### config.mk
export PLATFORM = sky130hd
export DESIGN_NAME = cacheline_adapter
export DESIGN_NICKNAME = d
export VERILOG_FILES = /design/src/rv32i_types_pkg.sv /design/src/cacheline_adapter.sv
export VERILOG_INCLUDE_DIRS = /design/src
export SDC_FILE = /design/constraint.sdc
export NUM_CORES = 1
export LEC_CHECK = 0
export BUFFER_PORTS_ARGS = -buffer_cell sky130_fd_sc_hd__buf_4
export CORE_UTILIZATION = 45
export CTS_CLUSTER_DIAMETER = 200
export DETAILED_ROUTE_END_ITERATION = 16
export PLACE_DENSITY_LB_ADDON = 0.05
export RECOVER_POWER = 50
export SYNTH_ARGS = -nofsm -noshare
export SYNTH_HDL_FRONTEND = slang
export SYNTH_SLANG_ARGS = --single-unit
### constraint.sdc
create_clock -name clk -period 2.6 [get_ports clk]
set_input_delay 0.26 -clock clk [delete_from_list [all_inputs] [get_ports clk]]
set_output_delay 0.26 -clock clk [all_outputs]
set_load 0.05 [all_outputs]
### src/frontend_config.svh
`ifndef FRONTEND_CONFIG_SVH
`define FRONTEND_CONFIG_SVH

// First fetch address after reset
`define FE_RESET_PC     32'h1eceb000

// Direct-mapped instruction cache geometry
`define FE_ICACHE_SETS  16
`define FE_LINE_BYTES   32

// 64-bit beats per burst, one burst fills one line
`define FE_BURST_BEATS  4

// Default instruction queue depth
`define FE_IQ_DEPTH     16

`endif
### src/rv32i_types_pkg.sv
`include "frontend_config.svh"

package rv32i_types_pkg;

    // Instruction cache controller states
    typedef enum logic [1:0] {
        IDLE,
        COMPARE,
        ALLOCATE
    } icache_state_t;

    // One full cache line
    typedef logic [`FE_LINE_BYTES*8-1:0] cacheline_t;

    // Address or instruction word
    typedef logic [31:0] word_t;

endpackage : rv32i_types_pkg

### src/cacheline_adapter.sv
`timescale 1ns/1ps
`include "frontend_config.svh"

module cacheline_adapter (
    input  logic                       clk,
    input  logic                       rst,

    input  logic [63:0]                bmem_rdata_i,
    input  logic                       bmem_rvalid_i,

    output rv32i_types_pkg::cacheline_t line_o,
    output logic                       line_valid_o
);

    localparam int BEATS  = `FE_BURST_BEATS;
    localparam int CNT_W  = (BEATS > 1) ? $clog2(BEATS) : 1;
    localparam int LINE_W = `FE_LINE_BYTES * 8;

    logic [CNT_W-1:0]            beat_cnt;
    rv32i_types_pkg::cacheline_t line_q;
    logic                        last_beat;

    assign last_beat = bmem_rvalid_i && (beat_cnt == CNT_W'(BEATS - 1));

    // Beat counter and completion strobe
    always_ff @(posedge clk) begin
        if (rst) begin
            beat_cnt     <= '0;
            line_valid_o <= 1'b0;
        end else begin
            line_valid_o <= last_beat;
            if (last_beat) begin
                beat_cnt <= '0;                     // Ready for next burst
            end else if (bmem_rvalid_i) begin
                beat_cnt <= beat_cnt + 1'b1;
            end
        end
    end

    // Beats arrive low address first, shift in from the top
    always_ff @(posedge clk) begin
        if (bmem_rvalid_i) begin
            line_q <= {bmem_rdata_i, line_q[LINE_W-1:64]};
        end
    end

    assign line_o = line_q;

endmodule : cacheline_adapter

==> flow_metrics.tcl <==
set metrics [dict create \
    netlist_area_sq_um 7810 \
    synth-xor-area-share 0 \
    rrSetupSlack_ns 1.51 \
    clkPwrFrac 0.369 \
    powerDensity_nw_per_um2 868 \
    final_util 0.724 \
    firstDrtPassIters 4 \
    grt_pass1_vias 4266 \
    die_width_microns 134 \
    drtAntennaViolNets 0 \
    cts_resized 0 \
    core_sq_um 16800 \
    grt_start_max_net_pins 72 \
    overflow 0 \
    finalSetupTns_ns 0 \
    ys_warn_count 0 \
    yosysTopAreaCellShare 0.985 \
    hp-start "bmem_rvalid_i" \
    drive_gt1_frac 0.516 \
    numCtsBuffers 26 \
    ir_drop_mv 0.610 \
    rsz0062_at_grt "false" \
    pwr-share-comb 0.152 \
    yosys.area_share.adder 0.00160 \
    hold_slack_ns 0.206 \
    hold_viol 0 \
    crit_path_end_kind "register" \
    slowest_stage "dlymetal6s4s_1" \
    grt_pass1_wl_mm 23.6 \
    io_buffer_count 323 \
    worst_r2r_startpoint "beat_cnt[0]" \
    cts_buffer_depth 3 \
    synth_top_family_by_area "simple AND/OR/NAND/NOR gates" \
    cp.arrival_ns 1.95 \
    post-route-drc-count 0 \
    max_cap_viol_count 0 \
    relSlewSlack 0.0189 \
    die-area_sq_um 17900 \
    period_share 0.704 \
    syn_nets 335 \
    synth_compound_area_frac 0.00128 \
    synthSimpleGateAreaFrac 0.00481 \
    synth_cell_types 8 \
    cts_max_level 1 \
    seq_power_share 0.479 \
    start_kind "input port" \
    via_per_inst 4.53 \
    hold_class "in2reg" \
    cts_num_sinks 259 \
    vias 4208 \
    grt_use_total 0.176 \
    tritoncts "yes" \
    crit_start "bmem_rvalid_i" \
    syn_inst 267 \
    yosysSeqAreaShare 0.992 \
    critPathTopFamily "buffers and inverters" \
    clk_latency_ns 0.51 \
    wl_met1_mm 5.72 \
    p_sw_mw 2.71 \
    pin_count 324 \
    clk_pin_slew_ns 0.06 \
    num-nets-final 757 \
    cts_root_buffer "clkbuf_16" \
    ys_top_cells_by_area "edfxtp_1 98%, dfxtp_1 0.77%, ha_1 0.16%, nand2b_1 0.16%, a21oi_1 0.13%" \
    drt_iter0_markers 249 \
    p_leak_nw 4.85 \
    gp_congestion 0.756 \
    cp_max_fo 71 \
    wl_met2_mm 8.20 \
    maxSlewViolCount 0 \
    setup_violations 0 \
    period_needed_ns 1.83 \
    antenna_found_initial 0 \
    synthMuxAreaShare 0 \
    start_util 0.466 \
    status "completed" \
    num_rows 47 \
    synth-seq-cells 259 \
    syn_avg_cell_area_sq_um 29.2 \
    p_int_mw 7.83 \
    cp.required_ns 2.71 \
    diodes 0 \
    worst_pin_slew_ns 1.47 \
    wl_mm 16.1 \
    syn_to_final_growth_pct 55.4 \
    multi_input_area_sq_um 60.1 \
    finalClockSkew_ns 0.00633 \
    met3_length_mm 1.71 \
    dr.max_layer_used "met4" \
    crit_path_max_incr_delay_ns 1.24 \
    num-fill-cells 1062 \
    criticalPathCategory "in2reg" \
    seqCellArea_sq_um 7750 \
    yosysTopAreaCell "edfxtp_1" \
    swShare 0.257 \
    path_cells "buf_8, dlymetal6s4s_1" \
    wire_per_inst_microns 17.4 \
    fp.dieH_microns 134 \
    path_buf_inv 2 \
    clock.fmax_mhz 546 \
]
## power by group through the flow
| stage | clock [mW] | sequential (mW) | combinational (mW) |
|---|---|---|---|
| final | 3.89 | 5.05 | 1.60 |
| after global routing | 4.12 | 5.08 | 1.64 |
| after CTS | 3.99 | 5.05 | 1.62 |
| after detailed placement | 0 | 5.14 | 1.54 |
| after global placement | 0 | 5.12 | 1.53 |
| after floorplan | 0 | 6.05 | 0.00512 |
## per-stage QoR
step                      worst slack, ns  power, mW  std cells  instance area, sq um
after detailed placement             1.13       6.68        816                 10600
final                               0.769       10.5        929                 12100
after CTS                            1.14       10.7        929                 12200
after global routing                0.597       10.8        929                 12100
after floorplan                      1.58       6.06        267                  7810
after global placement               1.18       6.65        816                 10600
## cells in the final DEF (no fill, tap or decap), types with 2 or more instances in the layout
master         count
clkbuf_8           2
clkinv_2           5
dlygate4sd3_1     65
edfxtp_1         256
buf_4            260
clkbuf_16         27
dfxtp_1            3
nand2b_1           2
bufinv_16          5
clkbuf_1           9
clkbuf_4          63
a21oi_1            2
## Yosys cell counts
master / count
nand3b_1: 1
dfxtp_1: 3
ha_1: 1
and3b_1: 1
nand2b_1: 2
or3b_1: 1
edfxtp_1: 256
a21oi_1: 2
## registers in the layout (all words and copies together), names as in the netlist
name          flops
beat_cnt          2
line_o          256
line_valid_o      1
## repair_timing
action | CTS | global route
setup buffers | 0 | 0
endpoints found under the hold margin | 66 | 0
hold buffers | 65 | 0
endpoints found under the setup margin | 0 | 0
## per-layer routing
layer	vias to the layer above	GRT usage
met5	-	0
met4	0	0.0669
met3	38	0.0696
met2	231	0.302
met1	2000	0.198
li1	1939	-
## worst reg2reg max path, delay by kind of cell, from the launching register on
kind	cells	cell delay, ns
flops	1	0.32
compound gates	1	0.14
fa+ha+maj	1	0.21
simple gates	1	0.35
## path summary, 6_finish.rpt
kind / depth (start not counted) / end
hold reg to reg: 0 / line_o[91]
setup / recovery: 2 / line_o[45]
setup reg to reg: 3 / beat_cnt[0]
hold / removal: 1 / line_o[120]
## cells by family after synthesis
| family | after synthesis |
|---|---|
| fa+ha+maj | 1 |
| simple gates | 5 |
| flops | 259 |
| compound gates | 2 |
## cell type report
type                       instances  share of cell area
clock buffer                      36              0.0601
clock inverter                    12              0.0154
multi-input combinational          8             0.00495
sequential                       259               0.638
tap                              220              0.0227
timing repair buffer             394               0.258
Note: power is estimated with default switching activity, not from simulation.
