==> src/frontend_config.svh <==
`ifndef FRONTEND_CONFIG_SVH
`define FRONTEND_CONFIG_SVH

// First fetch address after reset
`define FE_RESET_PC     32'h1eceb000

// Direct-mapped instruction cache geometry
`define FE_ICACHE_SETS  16
`define FE_LINE_BYTES   32

// 64-bit beats per burst, one burst fills one line
`define FE_BURST_BEATS  4

// Default instruction queue depth
`define FE_IQ_DEPTH     16

`endif
==> src/rv32i_types_pkg.sv <==
`include "frontend_config.svh"

package rv32i_types_pkg;

    // Instruction cache controller states
    typedef enum logic [1:0] {
        IDLE,
        COMPARE,
        ALLOCATE
    } icache_state_t;

    // One full cache line
    typedef logic [`FE_LINE_BYTES*8-1:0] cacheline_t;

    // Address or instruction word
    typedef logic [31:0] word_t;

endpackage : rv32i_types_pkg

==> src/icache.sv <==
`timescale 1ns/1ps
`include "frontend_config.svh"

module icache (
    input  logic                        clk,
    input  logic                        rst,

    // Fetch side
    input  rv32i_types_pkg::word_t      ufp_addr_i,
    input  logic                        ufp_read_i,
    output rv32i_types_pkg::word_t      ufp_rdata_o,
    output logic                        ufp_resp_o,

    // Memory side
    output rv32i_types_pkg::word_t      dfp_addr_o,
    output logic                        dfp_read_o,
    input  rv32i_types_pkg::cacheline_t dfp_rdata_i,
    input  logic                        dfp_resp_i
);

    localparam int SETS     = `FE_ICACHE_SETS;
    localparam int OFFSET_W = $clog2(`FE_LINE_BYTES);
    localparam int INDEX_W  = $clog2(SETS);
    localparam int TAG_W    = 32 - OFFSET_W - INDEX_W;
    localparam int WSEL_W   = OFFSET_W - 2;

    rv32i_types_pkg::icache_state_t state;

    rv32i_types_pkg::cacheline_t data_arr [SETS];
    logic [TAG_W-1:0]            tag_arr  [SETS];
    logic [SETS-1:0]             valid;

    rv32i_types_pkg::word_t      req_addr;
    logic [TAG_W-1:0]            req_tag;
    logic [INDEX_W-1:0]          req_index;
    logic [WSEL_W-1:0]           req_wsel;

    logic                        accept;
    logic                        hit;
    rv32i_types_pkg::word_t      hit_word;
    rv32i_types_pkg::cacheline_t hit_line;

    assign req_tag   = req_addr[31:OFFSET_W+INDEX_W];
    assign req_index = req_addr[OFFSET_W +: INDEX_W];
    assign req_wsel  = req_addr[OFFSET_W-1:2];

    // Read stays high during the resp cycle, so skip it then
    assign accept = (state == rv32i_types_pkg::IDLE) && ufp_read_i && !ufp_resp_o;

    assign hit_line = data_arr[req_index];
    assign hit      = valid[req_index] && (tag_arr[req_index] == req_tag);
    assign hit_word = hit_line[req_wsel*32 +: 32];

    // Controller
    always_ff @(posedge clk) begin
        if (rst) begin
            state      <= rv32i_types_pkg::IDLE;
            valid      <= '0;
            ufp_resp_o <= 1'b0;
        end else begin
            ufp_resp_o <= 1'b0;
            case (state)
                rv32i_types_pkg::IDLE: begin
                    if (accept) begin
                        state <= rv32i_types_pkg::COMPARE;
                    end
                end
                rv32i_types_pkg::COMPARE: begin
                    if (hit) begin
                        ufp_resp_o <= 1'b1;
                        state      <= rv32i_types_pkg::IDLE;
                    end else begin
                        state <= rv32i_types_pkg::ALLOCATE;         // Miss, fetch the line
                    end
                end
                rv32i_types_pkg::ALLOCATE: begin
                    if (dfp_resp_i) begin
                        valid[req_index] <= 1'b1;
                        state            <= rv32i_types_pkg::COMPARE; // Retry as a hit
                    end
                end
                default: begin
                    state <= rv32i_types_pkg::IDLE;
                end
            endcase
        end
    end

    // Request latch, read data and the line arrays
    always_ff @(posedge clk) begin
        if (accept) begin
            req_addr <= ufp_addr_i;
        end
        if ((state == rv32i_types_pkg::COMPARE) && hit) begin
            ufp_rdata_o <= hit_word;
        end
        if ((state == rv32i_types_pkg::ALLOCATE) && dfp_resp_i) begin
            data_arr[req_index] <= dfp_rdata_i;
            tag_arr[req_index]  <= req_tag;
        end
    end

    // Line-aligned fill request, held until the adapter answers
    assign dfp_read_o = (state == rv32i_types_pkg::ALLOCATE);
    assign dfp_addr_o = {req_addr[31:OFFSET_W], OFFSET_W'(0)};

endmodule : icache

==> config.mk <==
export PLATFORM = sky130hd
export DESIGN_NAME = icache
export DESIGN_NICKNAME = d
export VERILOG_FILES = /design/src/rv32i_types_pkg.sv /design/src/icache.sv
export VERILOG_INCLUDE_DIRS = /design/src
export SDC_FILE = /design/constraint.sdc
export NUM_CORES = 2
export LEC_CHECK = 0
export BUFFER_PORTS_ARGS = -buffer_cell sky130_fd_sc_hd__buf_2
export CAP_MARGIN = 10
export CORE_AREA = 2 2 762 916
export CTS_CLUSTER_SIZE = 8
export DETAILED_ROUTE_END_ITERATION = 10
export DIE_AREA = 0 0 764 918
export MAX_ROUTING_LAYER = met4
export RECOVER_POWER = 100
export SYNTH_ARGS = -nofsm -noshare
export SYNTH_HDL_FRONTEND = slang
export SYNTH_MEMORY_MAX_BITS = 65536
export SYNTH_SLANG_ARGS = --single-unit
==> constraint.sdc <==
create_clock -name clk -period 26.9 [get_ports clk]
set_input_delay 4.035 -clock clk [delete_from_list [all_inputs] [get_ports clk]]
set_output_delay 4.035 -clock clk [all_outputs]
set_load 0.01 [all_outputs]
==> metrics.cfg <==
[route]
post-route-drc-count=0
antenna_violating_nets_post_route=0
num_vias=77000
drt_wl_total_mm=450
drtIter0Drc=7915
wl_per_cell_um=26.5
route.detailed.vias_per_inst=4.54
drt-pass1-iter-count=5

[synth]
synth_enable_flop_cells=4526
yosysSeqAreaShare=0.790
combinational_family_with_the_most_area_after_synthesis=multiplexers
ys_ff_latch=4549
synth.mux.area_fraction=0.191
synth_compound_area_frac=0.00378
syn-mean-instance-area_sq_um=25.8
post_synth_instance_area_sq_um=173000
ys.warnings.count=0
arithmetic_cell_share_of_the_synthesized_area_counting_full_adders_half_adders_and_majority_gates=0
synth-main-ff-cell=sky130_fd_sc_hd__edfxtp_1
post_synth_inst_count=6697
asyncSetResetFlopFracSynth=0
yosys.area_share.xor_xnor=0.00162
synth-simple-area-share=0.00334
netlist-cell-type-count=57

[timing]
hold_slack_ps=474
finalWorstPathRequiredPeriod_ps=17560
fin_ws_ps=9340
max_freq_ghz=0.0569
final_hold_viol_count=0
finClkSkew_ps=78.2
final_critical_path_share_of_the_clock_period=0.653
max_slew.worst_pin.slew_ps=8620
setup_viols_final=0
drv_slew=4773
timing.max_slew.rel_slack=-4.74
tns_ps=0
rsz0062_at_grt=no

[status]
status=finished with violations
failing_checks=max-capacitance violations, max-slew violations

[critical_path]
timing.critical_path.cells=clkbuf_1 -> nand4_1 -> nor2_4 -> clkbuf_1 -> clkbuf_1 -> clkbuf_1 -> clkbuf_1
timing.critical_path.to_type=register
cp_data_required_time_ps=27180
worst-r2r-setup-slack_ps=11880
timing.critical_path.max_delay_family=buffers and inverters
worstSetupPathType=input port to register
crit_fanout=100
timing.critical_path.slowest_stage_cell=sky130_fd_sc_hd__clkbuf_1
cp_common_cell=sky130_fd_sc_hd__clkbuf_1
cp-start-kind=input port
critical-path-max-stage-delay_ps=5860
cp.arrival_ps=17840
worst-path-buf-inv=5

[cells_and_area]
synthToLayoutAreaGrowth_pct=17.1
finalNetCount=7781
finish.instance_area_sq_um=202000
share_of_layout_cells_above_drive_strength_1=0.298
fillCellCount=66100

[clock_network]
cts_htree_levels=6
clock_tree_from_tritoncts=done
clock_sink_count=4549
cts.reportedPaths.clkPinSlew_ps=50
worstSkewPairLatency_ps=960
cts_hold_repair.buffers=0
root_buffer_cell=sky130_fd_sc_hd__clkbuf_16
postCtsResizedCells=0
numCtsBuffers=642
ctsLongestPathBuffers=4
post_cts_setup_buffers=0

[run]
maxCapViolCount=119

[global_route]
grtUsageTotal=0.128
overflow=0
grt_first_pass_wirelength_mm=629
grt_pass1_vias=81800
grt_start_max_net_pins=149
antenna_found_initial=223

[floorplanning]
die-area_sq_um=701000
chipHeight_um=918
fp-row-count=335
area_of_the_core_sq_um=692000
ios=358
initial_utilization=0.249
die_width_um=764

[placement]
io_buffers=350
gpl.final_weighted_congestion=0.766
placed_cell_area_sq_um=186000
dpl_worst_slack_ps=16710
detailedPlacementHpwl_mm=262

[min_path]
hold_path_class=register to register

[power]
power.density_nw_per_um2=79.2
total_leakage_power_uw=0.0602
peakVddDrop_v=0.0000539

==> worst min-delay path, delay by kind of cell (launching register included) <==
family | cells | cell delay [ps]
and+or+nand+nor | 2 | 120
DFF | 1 | 320
==> cell families after synthesis <==
group                  Yosys count
flip-flops                    4549
multiplexers                  1530
buffers and inverters          381
AND/OR/NAND/NOR                122
AO/OA/AOI/OAI                   82
XOR/XNOR                        32
other                            1
==> worst paths after layout <==
| check | from | endpoint | cells after the start |
|---|---|---|---|
| hold reg to reg | valid[7] | valid[7] | 2 |
| hold / removal | valid[7] | valid[7] | 2 |
| setup reg to reg | state[1] | data_arr[13][123] | 8 |
| setup / recovery | dfp_resp_i | data_arr[13][123] | 7 |
==> Yosys cell counts, types with 3 or more instances <==
library cell,count,area [sq um]
sky130_fd_sc_hd__inv_1,7,26.3
sky130_fd_sc_hd__xnor2_1,18,158
sky130_fd_sc_hd__o21ai_0,4,20.0
sky130_fd_sc_hd__o211ai_1,4,30.0
sky130_fd_sc_hd__mux4_2,1400,31500
sky130_fd_sc_hd__clkbuf_1,150,563
sky130_fd_sc_hd__a22oi_1,4,30.0
sky130_fd_sc_hd__a21oi_1,7,35.0
sky130_fd_sc_hd__buf_1,61,229
sky130_fd_sc_hd__and3_1,3,18.8
sky130_fd_sc_hd__mux2_2,65,732
sky130_fd_sc_hd__a2111oi_0,3,26.3
sky130_fd_sc_hd__nand2_1,21,78.8
sky130_fd_sc_hd__a22o_1,9,78.8
sky130_fd_sc_hd__nand2b_1,7,43.8
sky130_fd_sc_hd__mux2i_1,64,641
sky130_fd_sc_hd__nor3_1,7,35.0
sky130_fd_sc_hd__or3_1,3,18.8
sky130_fd_sc_hd__dfxtp_1,23,460
sky130_fd_sc_hd__edfxtp_1,4526,136000
sky130_fd_sc_hd__o22ai_1,11,68.8
sky130_fd_sc_hd__a211oi_1,3,22.5
sky130_fd_sc_hd__nand3_1,3,15.0
sky130_fd_sc_hd__buf_2,116,581
sky130_fd_sc_hd__xor2_1,14,123
sky130_fd_sc_hd__nand4_1,3,18.8
sky130_fd_sc_hd__nor2b_1,11,68.8
sky130_fd_sc_hd__buf_4,45,338
sky130_fd_sc_hd__a221oi_1,17,149
sky130_fd_sc_hd__nor2_1,54,203
==> metal layers <==
metal  track usage  wire length [um]  vias up  part of all wire
li1              -                 -    30800                 -
met1         0.153            176000    42400              0.39
met2         0.216            226000     2961              0.50
met3        0.0294             33700      813             0.075
met4        0.0393             14600        0             0.033
met5             -                 0        -                 0
==> metrics by stage <==
stage	power, uW	util	std cells
2_1_floorplan	8740	-	6701
3_3_place_gp	9110	0.269	16100
3_5_place_dp	9140	0.269	16100
4_1_cts	16200	0.293	16800
5_1_grt	16500	0.292	16900
6_report	16000	0.292	17000
==> placed cells by master, fill, tap and decap left out, types with 9 or more instances in the layout <==
cell                        instances
sky130_fd_sc_hd__edfxtp_1        4526
sky130_fd_sc_hd__mux4_2          1400
sky130_fd_sc_hd__clkbuf_16        657
sky130_fd_sc_hd__clkbuf_1         447
sky130_fd_sc_hd__diode_2          153
sky130_fd_sc_hd__mux2i_1           64
sky130_fd_sc_hd__mux2_2            62
sky130_fd_sc_hd__nor2_1            50
sky130_fd_sc_hd__buf_4             44
sky130_fd_sc_hd__buf_2             31
sky130_fd_sc_hd__nand2_1           21
sky130_fd_sc_hd__dfxtp_1           21
sky130_fd_sc_hd__xnor2_1           18
sky130_fd_sc_hd__inv_6             18
sky130_fd_sc_hd__a221oi_1          17
sky130_fd_sc_hd__xor2_1            14
sky130_fd_sc_hd__buf_12            12
sky130_fd_sc_hd__nor2b_1           11
sky130_fd_sc_hd__o22ai_1           11
sky130_fd_sc_hd__clkinv_8          10
sky130_fd_sc_hd__a22o_1             9
==> registers in the layout (all words and copies together), names as in the netlist, named ones only <==
| signal | count |
|---|---|
| valid | 16 |
| data_arr | 4096 |
| tag_arr | 368 |
| req_addr | 30 |
| state | 2 |
| ufp_resp_o | 1 |
| ufp_rdata_o | 32 |
==> where the power goes <==
part	switching, uW	total (uW)	internal (uW)
sequential	34.4	7880	7840
combinational	591	1110	521
clock	2750	7020	4270
total	3370	16000	12600
==> final cells by class <==
cell class,instances,area (sq um),share of cell area
inverters,7,26.3,0.000130
repair buffers,518,2340,0.0116
clock buffers,673,16500,0.0816
diodes,153,383,0.00189
flip-flops and latches,4549,136000,0.675
clock inverters,32,404,0.00200
multi-input cells,1771,34500,0.171
well taps,9267,11600,0.0574
No activity file was read; power rests on OpenSTA's default activity.
