===== config.mk =====
export PLATFORM = sky130hd
export DESIGN_NAME = fetch_unit
export DESIGN_NICKNAME = d
export VERILOG_FILES = /design/src/rv32i_types_pkg.sv /design/src/fetch_unit.sv
export VERILOG_INCLUDE_DIRS = /design/src
export SDC_FILE = /design/constraint.sdc
export NUM_CORES = 1
export LEC_CHECK = 0
export ABC_AREA = 1
export BUFFER_PORTS_ARGS = -buffer_cell sky130_fd_sc_hd__clkbuf_2
export CAP_MARGIN = 20
export CORE_ASPECT_RATIO = 1.75
export CORE_MARGIN = 3
export CORE_UTILIZATION = 49
export DETAILED_ROUTE_END_ITERATION = 8
export PLACE_DENSITY = 0.8
export SLEW_MARGIN = 5
export SYNTH_ARGS = -nofsm -noshare
export SYNTH_HDL_FRONTEND = slang
export SYNTH_SLANG_ARGS = --single-unit

===== constraint.sdc =====
create_clock -name clk -period 1.9 [get_ports clk]
set_input_delay 0.38 -clock clk [delete_from_list [all_inputs] [get_ports clk]]
set_output_delay 0.38 -clock clk [all_outputs]
set_load 0.005 [all_outputs]

===== src/frontend_config.svh =====
`ifndef FRONTEND_CONFIG_SVH
`define FRONTEND_CONFIG_SVH

// First fetch address after reset
`define FE_RESET_PC     32'h1eceb000

// Direct-mapped instruction cache geometry
`define FE_ICACHE_SETS  16
`define FE_LINE_BYTES   32

// 64-bit beats per burst, one burst fills one line
`define FE_BURST_BEATS  4

// Default instruction queue depth
`define FE_IQ_DEPTH     16

`endif

===== src/rv32i_types_pkg.sv =====
`include "frontend_config.svh"

package rv32i_types_pkg;

    // Instruction cache controller states
    typedef enum logic [1:0] {
        IDLE,
        COMPARE,
        ALLOCATE
    } icache_state_t;

    // One full cache line
    typedef logic [`FE_LINE_BYTES*8-1:0] cacheline_t;

    // Address or instruction word
    typedef logic [31:0] word_t;

endpackage : rv32i_types_pkg


===== src/fetch_unit.sv =====
`timescale 1ns/1ps
`include "frontend_config.svh"

module fetch_unit (
    input  logic                   clk,
    input  logic                   rst,

    input  logic                   iq_full_i,
    input  logic                   ufp_resp_i,

    output rv32i_types_pkg::word_t ufp_addr_o,
    output logic                   ufp_read_o,

    output logic                   enq_o,
    output rv32i_types_pkg::word_t enq_pc_o
);

    rv32i_types_pkg::word_t pc;
    logic                   req_open;
    logic                   resp;

    assign resp = req_open && ufp_resp_i;

    always_ff @(posedge clk) begin
        if (rst) begin
            pc       <= `FE_RESET_PC;
            req_open <= 1'b0;
        end else begin
            if (resp) begin
                pc       <= pc + 32'd4;
                req_open <= 1'b0;                   // Reopen next cycle if room
            end else if (!req_open && !iq_full_i) begin
                req_open <= 1'b1;
            end
        end
    end

    // PC stays put while a request is open
    assign ufp_addr_o = pc;
    assign ufp_read_o = req_open;

    // Returned word belongs to the current PC
    assign enq_o    = resp;
    assign enq_pc_o = pc;

endmodule : fetch_unit


==> load_flow_metrics.sql, run 1 <==
INSERT INTO impl_metrics (metric_group, metric, value, unit) VALUES
('run_status', 'status', 'complete, no violations', ''),
('cts', 'cts_num_sinks', '31', ''),
('placement', 'dp_slack', '0.135', 'ns'),
('layout', 'finalInstanceArea', '2160', 'µm²'),
('worst_hold_path', 'min_path_type', 'input pin to flop', ''),
('layout', 'multi_input_area', '890', 'µm²'),
('layout', 'seq_area', '622', 'µm²'),
('placement', 'placed_area', '2020', 'µm²'),
('global_route', 'total_gr_overflow', '0', ''),
('timing', 'final.setup.tns', '0', 'ns'),
('drt', 'detailed_route_wire_length_per_cell', '12.6', 'µm'),
('power', 'clockPowerShare', '44.9', '%'),
('worst_setup_path', 'cp_data_arrival_time', '1.86', 'ns'),
('power', 'internal_power', '1.00', 'mW'),
('cts', 'cts-root-buf', 'sky130_fd_sc_hd__clkbuf_8', ''),
('timing', 'report.final.slew_viol_count', '0', ''),
('global_route', 'grt_max_degree', '14', ''),
('worst_setup_path', 'timing.reg2reg.worst_path_depth', '9', ''),
('timing', 'final.setup_skew', '0.00407', 'ns'),
('timing', 'hold_viol_final', '0', ''),
('floorplanning', 'top_ports', '70', ''),
('worst_setup_path', 'critical_path.slowest_cell', 'sky130_fd_sc_hd__dfxtp_1', ''),
('placement', 'port_buffer_count', '65', ''),
('drt', 'detail_route.iter0.violations', '59', ''),
('cts', 'insertion_delay', '0.28', 'ns'),
('placement', 'gpl_congestion', '0.888', ''),
('worst_setup_path', 'worstSetupEndpointType', 'flop', ''),
('drt', 'totalWireLength', '4.60', 'mm'),
('global_route', 'antenna_found_initial', '0', ''),
('worst_hold_path', 'hold_path_depth', '2', ''),
('floorplanning', 'die_area', '4650', 'µm²'),
('floorplanning', 'die_ht', '88.0', 'µm'),
('logic_synthesis', 'post_synth_inst_count', '273', ''),
('logic_synthesis', 'synth_sequential_area_ratio', '33.0', '%'),
('cts', 'cts.htree.levels', '2', ''),
('global_route', 'grt_usage', '20.2', '%'),
('layout', 'antenna_cells', '0', ''),
('drt', 'first_pass_iters', '4', ''),
('worst_setup_path', 'path_class', 'flop to flop', ''),
('power', 'power_density', '595', 'nW/µm²'),
('cts', 'cts_tree', 'done', ''),
('floorplanning', 'floorplan_die_width', '52.8', 'µm'),
('timing', 'worst_path_setup_slack_after_routing', '0.213', 'ns'),
('worst_setup_path', 'max_stage_delay', '0.39', 'ns'),
('power', 'netSwitchingPower', '283', 'µW'),
('power', 'ir_worst_vdd', '471', 'µV'),
('timing', 'setup_viol', '0', ''),
('layout', 'nFillCells', '360', ''),
('power', 'power.combinational.fraction', '3.7', '%'),
('floorplanning', 'floorplan.rows', '29', ''),
('global_route', 'wire_length_of_the_first_global_routing_pass', '7.00', 'mm'),
('floorplanning', 'floorplan.core_area', '3660', 'µm²'),
('floorplanning', 'starting_density', '51.3', '%'),
('worst_setup_path', 'crit_chain', 'ha_1, nand2_1, nor2_4, nand2_4, nor2_4, buf_4, nand3b_1, nand2_1, nand3_1', ''),
('logic_synthesis', 'yosysUniqueCellTypes', '30', ''),
('timing', 'max_freq', '0.593', 'GHz'),
('timing', 'rsz_0062_raised_after_global_routing', 'false', ''),
('logic_synthesis', 'ys_seq_elements', '31', ''),
('worst_setup_path', 'required', '2.07', 'ns'),
('layout', 'nets', '323', ''),
('global_route', 'first_global_vias', '1606', ''),
('placement', 'detailed_place_hpwl', '3.38', 'mm'),
('power', 'p_leak', '1.07', 'nW'),
('drt', 'num_vias', '1839', ''),
('drt', 'drt.antenna.violating_nets', '0', ''),
('cts', 'clkTransAtPathRegs', '0.06', 'ns'),
('logic_synthesis', 'post_synth.cell_area_avg', '6.89', 'µm²'),
('cts', 'hold_buffer_count_at_cts', '0', ''),
('worst_setup_path', 'timing.critical_path.from_type', 'flop', ''),
('layout', 'flow.area_growth_from_synthesis', '14.8', '%'),
('worst_setup_path', 'worstPathMaxFanout', '7', ''),
('drt', 'detail_route.vias_per_cell', '5.04', ''),
('power', 'netSwitchingFraction', '22.0', '%'),
('cts', 'max-clock-path-buffers', '2', ''),
('layout', 'final_layout_size_suffix_gt1_share', '29.8', '%'),
('power', 'power.sequential.fraction', '51.4', '%'),
('logic_synthesis', 'synth.cell_area', '1880', 'µm²'),
('cts', 'cts_made_buffers', '5', ''),
('timing', 'finalWorstPathRequiredPeriod', '1.69', 'ns'),
('drt', 'remaining_drc_errors', '0', ''),
('logic_synthesis', 'synthesis_warnings', '0', ''),
('timing', 'final.period_utilization', '88.8', '%'),
('flow_run', 'max_cap_viol_count', '0', '');
-- stage by stage --
step | hold WS [ns] | util (%) | power [mW] | instances
after floorplan | 0.482 | - | 0.711 | 276
after global placement | 0.491 | 55.1 | 0.722 | 352
after detailed placement | 0.505 | 55.1 | 0.723 | 352
after CTS | 0.284 | 57.9 | 1.29 | 360
after global routing | 0.290 | 58.9 | 1.33 | 365
final | 0.283 | 58.9 | 1.29 | 365
-- cells in the mapped netlist, drive strengths merged --
master,n,area (µm²)
a21o,1,7.51
dfxtp,31,621
nor3b,1,7.51
clkbuf,3,11.3
nor2,41,204
nand3b,4,30.0
o21ai,11,55.1
a21oi,12,60.1
nand3,26,135
nor3,4,20.0
xor2,2,17.5
or2,1,6.26
nand2,60,245
conb,1,3.75
nand4,7,43.8
xnor2,1,8.76
a211oi,1,7.51
and2,1,6.26
inv,28,105
o21a,1,7.51
buf,35,267
ha,1,12.5
-- power by group through the flow --
stage,registers [mW],clock network (mW),logic [mW]
after floorplan,0.675,0,0.0357
after global placement,0.674,0,0.0475
after detailed placement,0.675,0,0.0479
after CTS,0.660,0.583,0.0483
after global routing,0.662,0.618,0.0529
final,0.661,0.577,0.0477
-- placed cells by master (no fill, tap or decap) --
master	netlist	final
sky130_fd_sc_hd__clkbuf_2	0	65
sky130_fd_sc_hd__nand2_1	56	56
sky130_fd_sc_hd__nor2_1	33	33
sky130_fd_sc_hd__dfxtp_1	31	30
sky130_fd_sc_hd__inv_1	27	27
sky130_fd_sc_hd__nand3_1	25	25
sky130_fd_sc_hd__a21oi_1	12	12
sky130_fd_sc_hd__o21ai_0	10	10
sky130_fd_sc_hd__buf_4	34	8
sky130_fd_sc_hd__nand4_1	7	7
sky130_fd_sc_hd__clkbuf_8	0	7
sky130_fd_sc_hd__nor2_4	6	6
sky130_fd_sc_hd__nand3b_1	4	4
sky130_fd_sc_hd__nor3_1	4	4
sky130_fd_sc_hd__conb_1	1	4
sky130_fd_sc_hd__nand2_4	2	2
sky130_fd_sc_hd__nand2_2	2	2
sky130_fd_sc_hd__nor2_2	2	2
sky130_fd_sc_hd__xor2_1	2	2
sky130_fd_sc_hd__inv_2	1	1
sky130_fd_sc_hd__nand3_2	1	1
sky130_fd_sc_hd__o21ai_1	1	1
sky130_fd_sc_hd__or2_0	1	1
sky130_fd_sc_hd__xnor2_1	1	1
sky130_fd_sc_hd__o21a_1	1	1
sky130_fd_sc_hd__a21o_1	1	1
sky130_fd_sc_hd__nor3b_1	1	1
sky130_fd_sc_hd__and2_1	1	1
sky130_fd_sc_hd__a211oi_1	1	1
sky130_fd_sc_hd__ha_1	1	1
sky130_fd_sc_hd__clkbuf_1	3	1
sky130_fd_sc_hd__dfxtp_2	0	1
-- layout make-up --
class,count,area share (%)
clock buffers,8,4.63
inverters,28,4.87
multi-input cells,179,41.2
flip-flops and latches,31,28.8
well taps,46,2.67
repair buffers,73,17.8
-- critical path, delay by kind of cell (launching register included) --
| family | cells | cell delay [ns] |
|---|---|---|
| fa+ha+maj | 1 | 0.19 |
| simple gates | 7 | 0.83 |
| buf+inv | 1 | 0.16 |
| flops | 1 | 0.39 |
-- registers in the layout (all words and copies together), names as in the netlist --
signal	count
enq_pc_o	30
ufp_read_o	1
-- logic make-up (layout without fill, tap and decap cells) --
family                   count (synthesis)  after routing  synth area share [%]
AO/OA/AOI/OAI                           26             26                  7.31
XOR/XNOR                                 3              3                  1.40
adder cells (fa/ha/maj)                  1              1                 0.665
buffers and inverters                   66            109                  20.3
flip-flops                              31             31                  33.0
other                                    1              4                 0.199
AND/OR/NAND/NOR                        145            145                  37.1
-- what timing repair did --
| item | in CTS | in global routing |
|---|---|---|
| buffers inserted | 0 | 5 |
| resized for setup | 0 | 1 |
| setup endpoints to repair | 0 | 2 |
-- path summary, 6_finish.rpt --
| check | from | endpoint | slack [ns] |
|---|---|---|---|
| worst max register to register | enq_pc_o[3] | enq_pc_o[28] | 0.21 |
| worst min-delay path | iq_full_i | ufp_read_o | 0.28 |
| worst max-delay path | enq_pc_o[3] | enq_pc_o[28] | 0.21 |
| worst min register to register | ufp_read_o | ufp_read_o | 0.51 |
-- layer usage --
layer / vias to the layer above / track usage, % / wire, µm
met5: - / 0 / 0
met3: 18 / 4.60 / 298
met1: 825 / 19.9 / 1640
met2: 75 / 36.5 / 2460
li1: 921 / - / -
met4: 0 / 12.6 / 206
Note: power is estimated with default switching activity, not from simulation.
==> run 2: changes to the inputs <==
Settings changed: SETUP_SLACK_MARGIN set to 0.5.
Clock period 1.9 ns to 1.85 ns, I/O delays scaled along.
==> run 2 against run 1 <==
Net effect: count of clock-buffer cells in the layout fell by 1; combinational power rose by 20%; die area did not move; utilization rose by 3.8 points; fmax rose by 14%; flip-flop and latch count did not move; clock power fell by 13%; power fell by 3.8%; global-route usage rose by 0.94 points; first-iteration DRC count fell by 20%; via count rose by 2.1%; largest power group unchanged.
==> load_flow_metrics.sql, run 2 (synthesis gave the netlist of run 1 again) <==
INSERT INTO impl_metrics (metric_group, metric, value, unit) VALUES
('run_status', 'status', 'complete, no violations', ''),
('layout', 'nFillCells', '355', ''),
('timing', 'final.setup_skew', '0.00473', 'ns'),
('global_route', 'first_global_vias', '1718', ''),
('worst_setup_path', 'worstSetupEndpointType', 'flop', ''),
('floorplanning', 'floorplan.rows', '29', ''),
('worst_setup_path', 'crit-reg2reg-launch', 'enq_pc_o[3]', ''),
('power', 'internal_power', '954', 'µW'),
('worst_setup_path', 'timing.critical_path.from', 'enq_pc_o[3]', ''),
('placement', 'gpl_congestion', '0.887', ''),
('floorplanning', 'floorplan_die_width', '52.8', 'µm'),
('timing', 'hold_viol_final', '0', ''),
('cts', 'cts_num_sinks', '31', ''),
('drt', 'detail_route.vias_per_cell', '5.08', ''),
('layout', 'final_layout_size_suffix_gt1_share', '41.0', '%'),
('drt', 'detailed_route_wire_length_per_cell', '12.7', 'µm'),
('worst_hold_path', 'hold_path_depth', '2', ''),
('worst_setup_path', 'timing.critical_path.from_type', 'flop', ''),
('power', 'p_leak', '1.11', 'nW'),
('drt', 'remaining_drc_errors', '0', ''),
('power', 'ir_worst_vdd', '444', 'µV'),
('floorplanning', 'die_area', '4650', 'µm²'),
('power', 'netSwitchingPower', '284', 'µW'),
('cts', 'cts.htree.levels', '2', ''),
('drt', 'drt.antenna.violating_nets', '0', ''),
('worst_setup_path', 'path_class', 'flop to flop', ''),
('timing', 'finalWorstPathRequiredPeriod', '1.48', 'ns'),
('worst_setup_path', 'cp_data_arrival_time', '1.65', 'ns'),
('worst_setup_path', 'crit_chain', 'ha_4, nand2_4, nor2_4, nand2_4, nor2_4, buf_6, nand2_2, o21ai_1, nand3_1', ''),
('layout', 'largest_register_ffs', '30', ''),
('floorplanning', 'top_ports', '70', ''),
('worst_hold_path', 'min_path_type', 'input pin to flop', ''),
('worst_hold_path', 'hp-start', 'iq_full_i', ''),
('worst_setup_path', 'worstPathMaxFanout', '6', ''),
('flow_run', 'max_cap_viol_count', '0', ''),
('global_route', 'antenna_found_initial', '0', ''),
('global_route', 'total_gr_overflow', '0', ''),
('worst_setup_path', 'required', '2.02', 'ns'),
('floorplanning', 'starting_density', '51.3', '%'),
('worst_setup_path', 'max_stage_delay', '0.37', 'ns'),
('placement', 'detailed_place_hpwl', '3.33', 'mm'),
('power', 'clockPowerShare', '40.6', '%'),
('layout', 'finalInstanceArea', '2300', 'µm²'),
('cts', 'clkTransAtPathRegs', '0.06', 'ns'),
('placement', 'port_buffer_count', '65', ''),
('placement', 'placed_area', '2040', 'µm²'),
('power', 'power_density', '538', 'nW/µm²'),
('drt', 'totalWireLength', '4.69', 'mm'),
('cts', 'hold_buffer_count_at_cts', '0', ''),
('worst_setup_path', 'timing.reg2reg.worst_path_depth', '9', ''),
('cts', 'cts_tree', 'done', ''),
('power', 'power.sequential.fraction', '54.8', '%'),
('cts', 'insertion_delay', '0.28', 'ns'),
('timing', 'setup_viol', '0', ''),
('layout', 'flow.area_growth_from_synthesis', '22.2', '%'),
('drt', 'detail_route.iter0.violations', '47', ''),
('floorplanning', 'floorplan.core_area', '3660', 'µm²'),
('drt', 'first_pass_iters', '4', ''),
('layout', 'nets', '329', ''),
('drt', 'num_vias', '1878', ''),
('timing', 'report.final.slew_viol_count', '0', ''),
('timing', 'final.setup.tns', '0', 'ns'),
('worst_setup_path', 'critical_path.slowest_cell', 'sky130_fd_sc_hd__dfxtp_4', ''),
('layout', 'antenna_cells', '0', ''),
('global_route', 'grt_usage', '21.2', '%'),
('cts', 'max-clock-path-buffers', '2', ''),
('global_route', 'wire_length_of_the_first_global_routing_pass', '7.41', 'mm'),
('timing', 'max_freq', '0.677', 'GHz'),
('timing', 'final.period_utilization', '79.9', '%'),
('cts', 'cts-root-buf', 'sky130_fd_sc_hd__clkbuf_8', ''),
('timing', 'rsz_0062_raised_after_global_routing', 'true', ''),
('floorplanning', 'die_ht', '88.0', 'µm'),
('cts', 'cts_made_buffers', '5', ''),
('timing', 'timing.hold.ws', '0.254', 'ns'),
('power', 'power.combinational.fraction', '4.6', '%'),
('layout', 'mostFrequentLayoutCells', 'sky130_fd_sc_hd__clkbuf_2 (65), sky130_fd_sc_hd__nand2_1 (52), sky130_fd_sc_hd__inv_1 (26), sky130_fd_sc_hd__nor2_1 (26), sky130_fd_sc_hd__nand3_1 (23)', ''),
('power', 'netSwitchingFraction', '22.9', '%'),
('layout', 'most_common_cell_after_layout_fill_and_taps_aside', 'sky130_fd_sc_hd__clkbuf_2', ''),
('global_route', 'grt_max_degree', '14', '');
run 2: changes by cell type in the layout (fill, tap and decap cells not counted), sizes merged:
cell and change:
buf +6, clkbuf -1
run 2: path summary, 6_finish.rpt:
kind | endpoint | slack (ns)
max | enq_pc_o[22] | 0.37
min | ufp_read_o | 0.25
max reg2reg | enq_pc_o[22] | 0.37
min reg2reg | enq_pc_o[9] | 0.47
run 2: layer usage:
layer	GRT usage, %	wire length, µm
met5	0	0
met1	22.7	1770
met4	13.7	211
met2	36.3	2440
met3	4.26	265
run 2: layout make-up:
cell class              count  area, µm²  area share (%)
multi-input cells         179        972            42.3
flip-flops and latches     31        648            28.2
repair buffers             79        438            19.0
inverters                  28        108            4.68
clock buffers               7       76.3            3.32
well taps                  46       57.6            2.50
run 2: metrics by stage:
stage,worst slack (ns),total power [mW],util (%),std cells
detailed placement,0.234,0.744,55.7,351
global route,0.323,1.30,62.8,370
floorplan,0.485,0.732,-,276
finish,0.372,1.24,62.8,370
global placement,0.291,0.743,55.7,351
CTS,0.427,1.25,60.3,367
run 2: power groups by stage:
stage	clock network (mW)	logic (mW)	registers [mW]
6_report	0.502	0.0573	0.678
5_1_grt	0.555	0.0643	0.678
4_1_cts	0.512	0.0559	0.678
3_5_place_dp	0	0.0500	0.694
3_3_place_gp	0	0.0496	0.693
2_1_floorplan	0	0.0376	0.694
run 2: repair_timing:
action | in CTS | in global routing
buffers inserted | 9 | 3
resized for setup | 11 | 28
endpoints found under the setup margin | 18 | 25
pin swaps | 6 | 9
run 2: worst max-delay path, delay by kind of cell (launching register included):
family / cells / cell delay, ns
and+or+nand+nor: 6 / 0.58
DFF: 1 / 0.37
adders and majority gates: 1 / 0.14
buffers and inverters: 1 / 0.14
AOI/OAI and AO/OA: 1 / 0.12
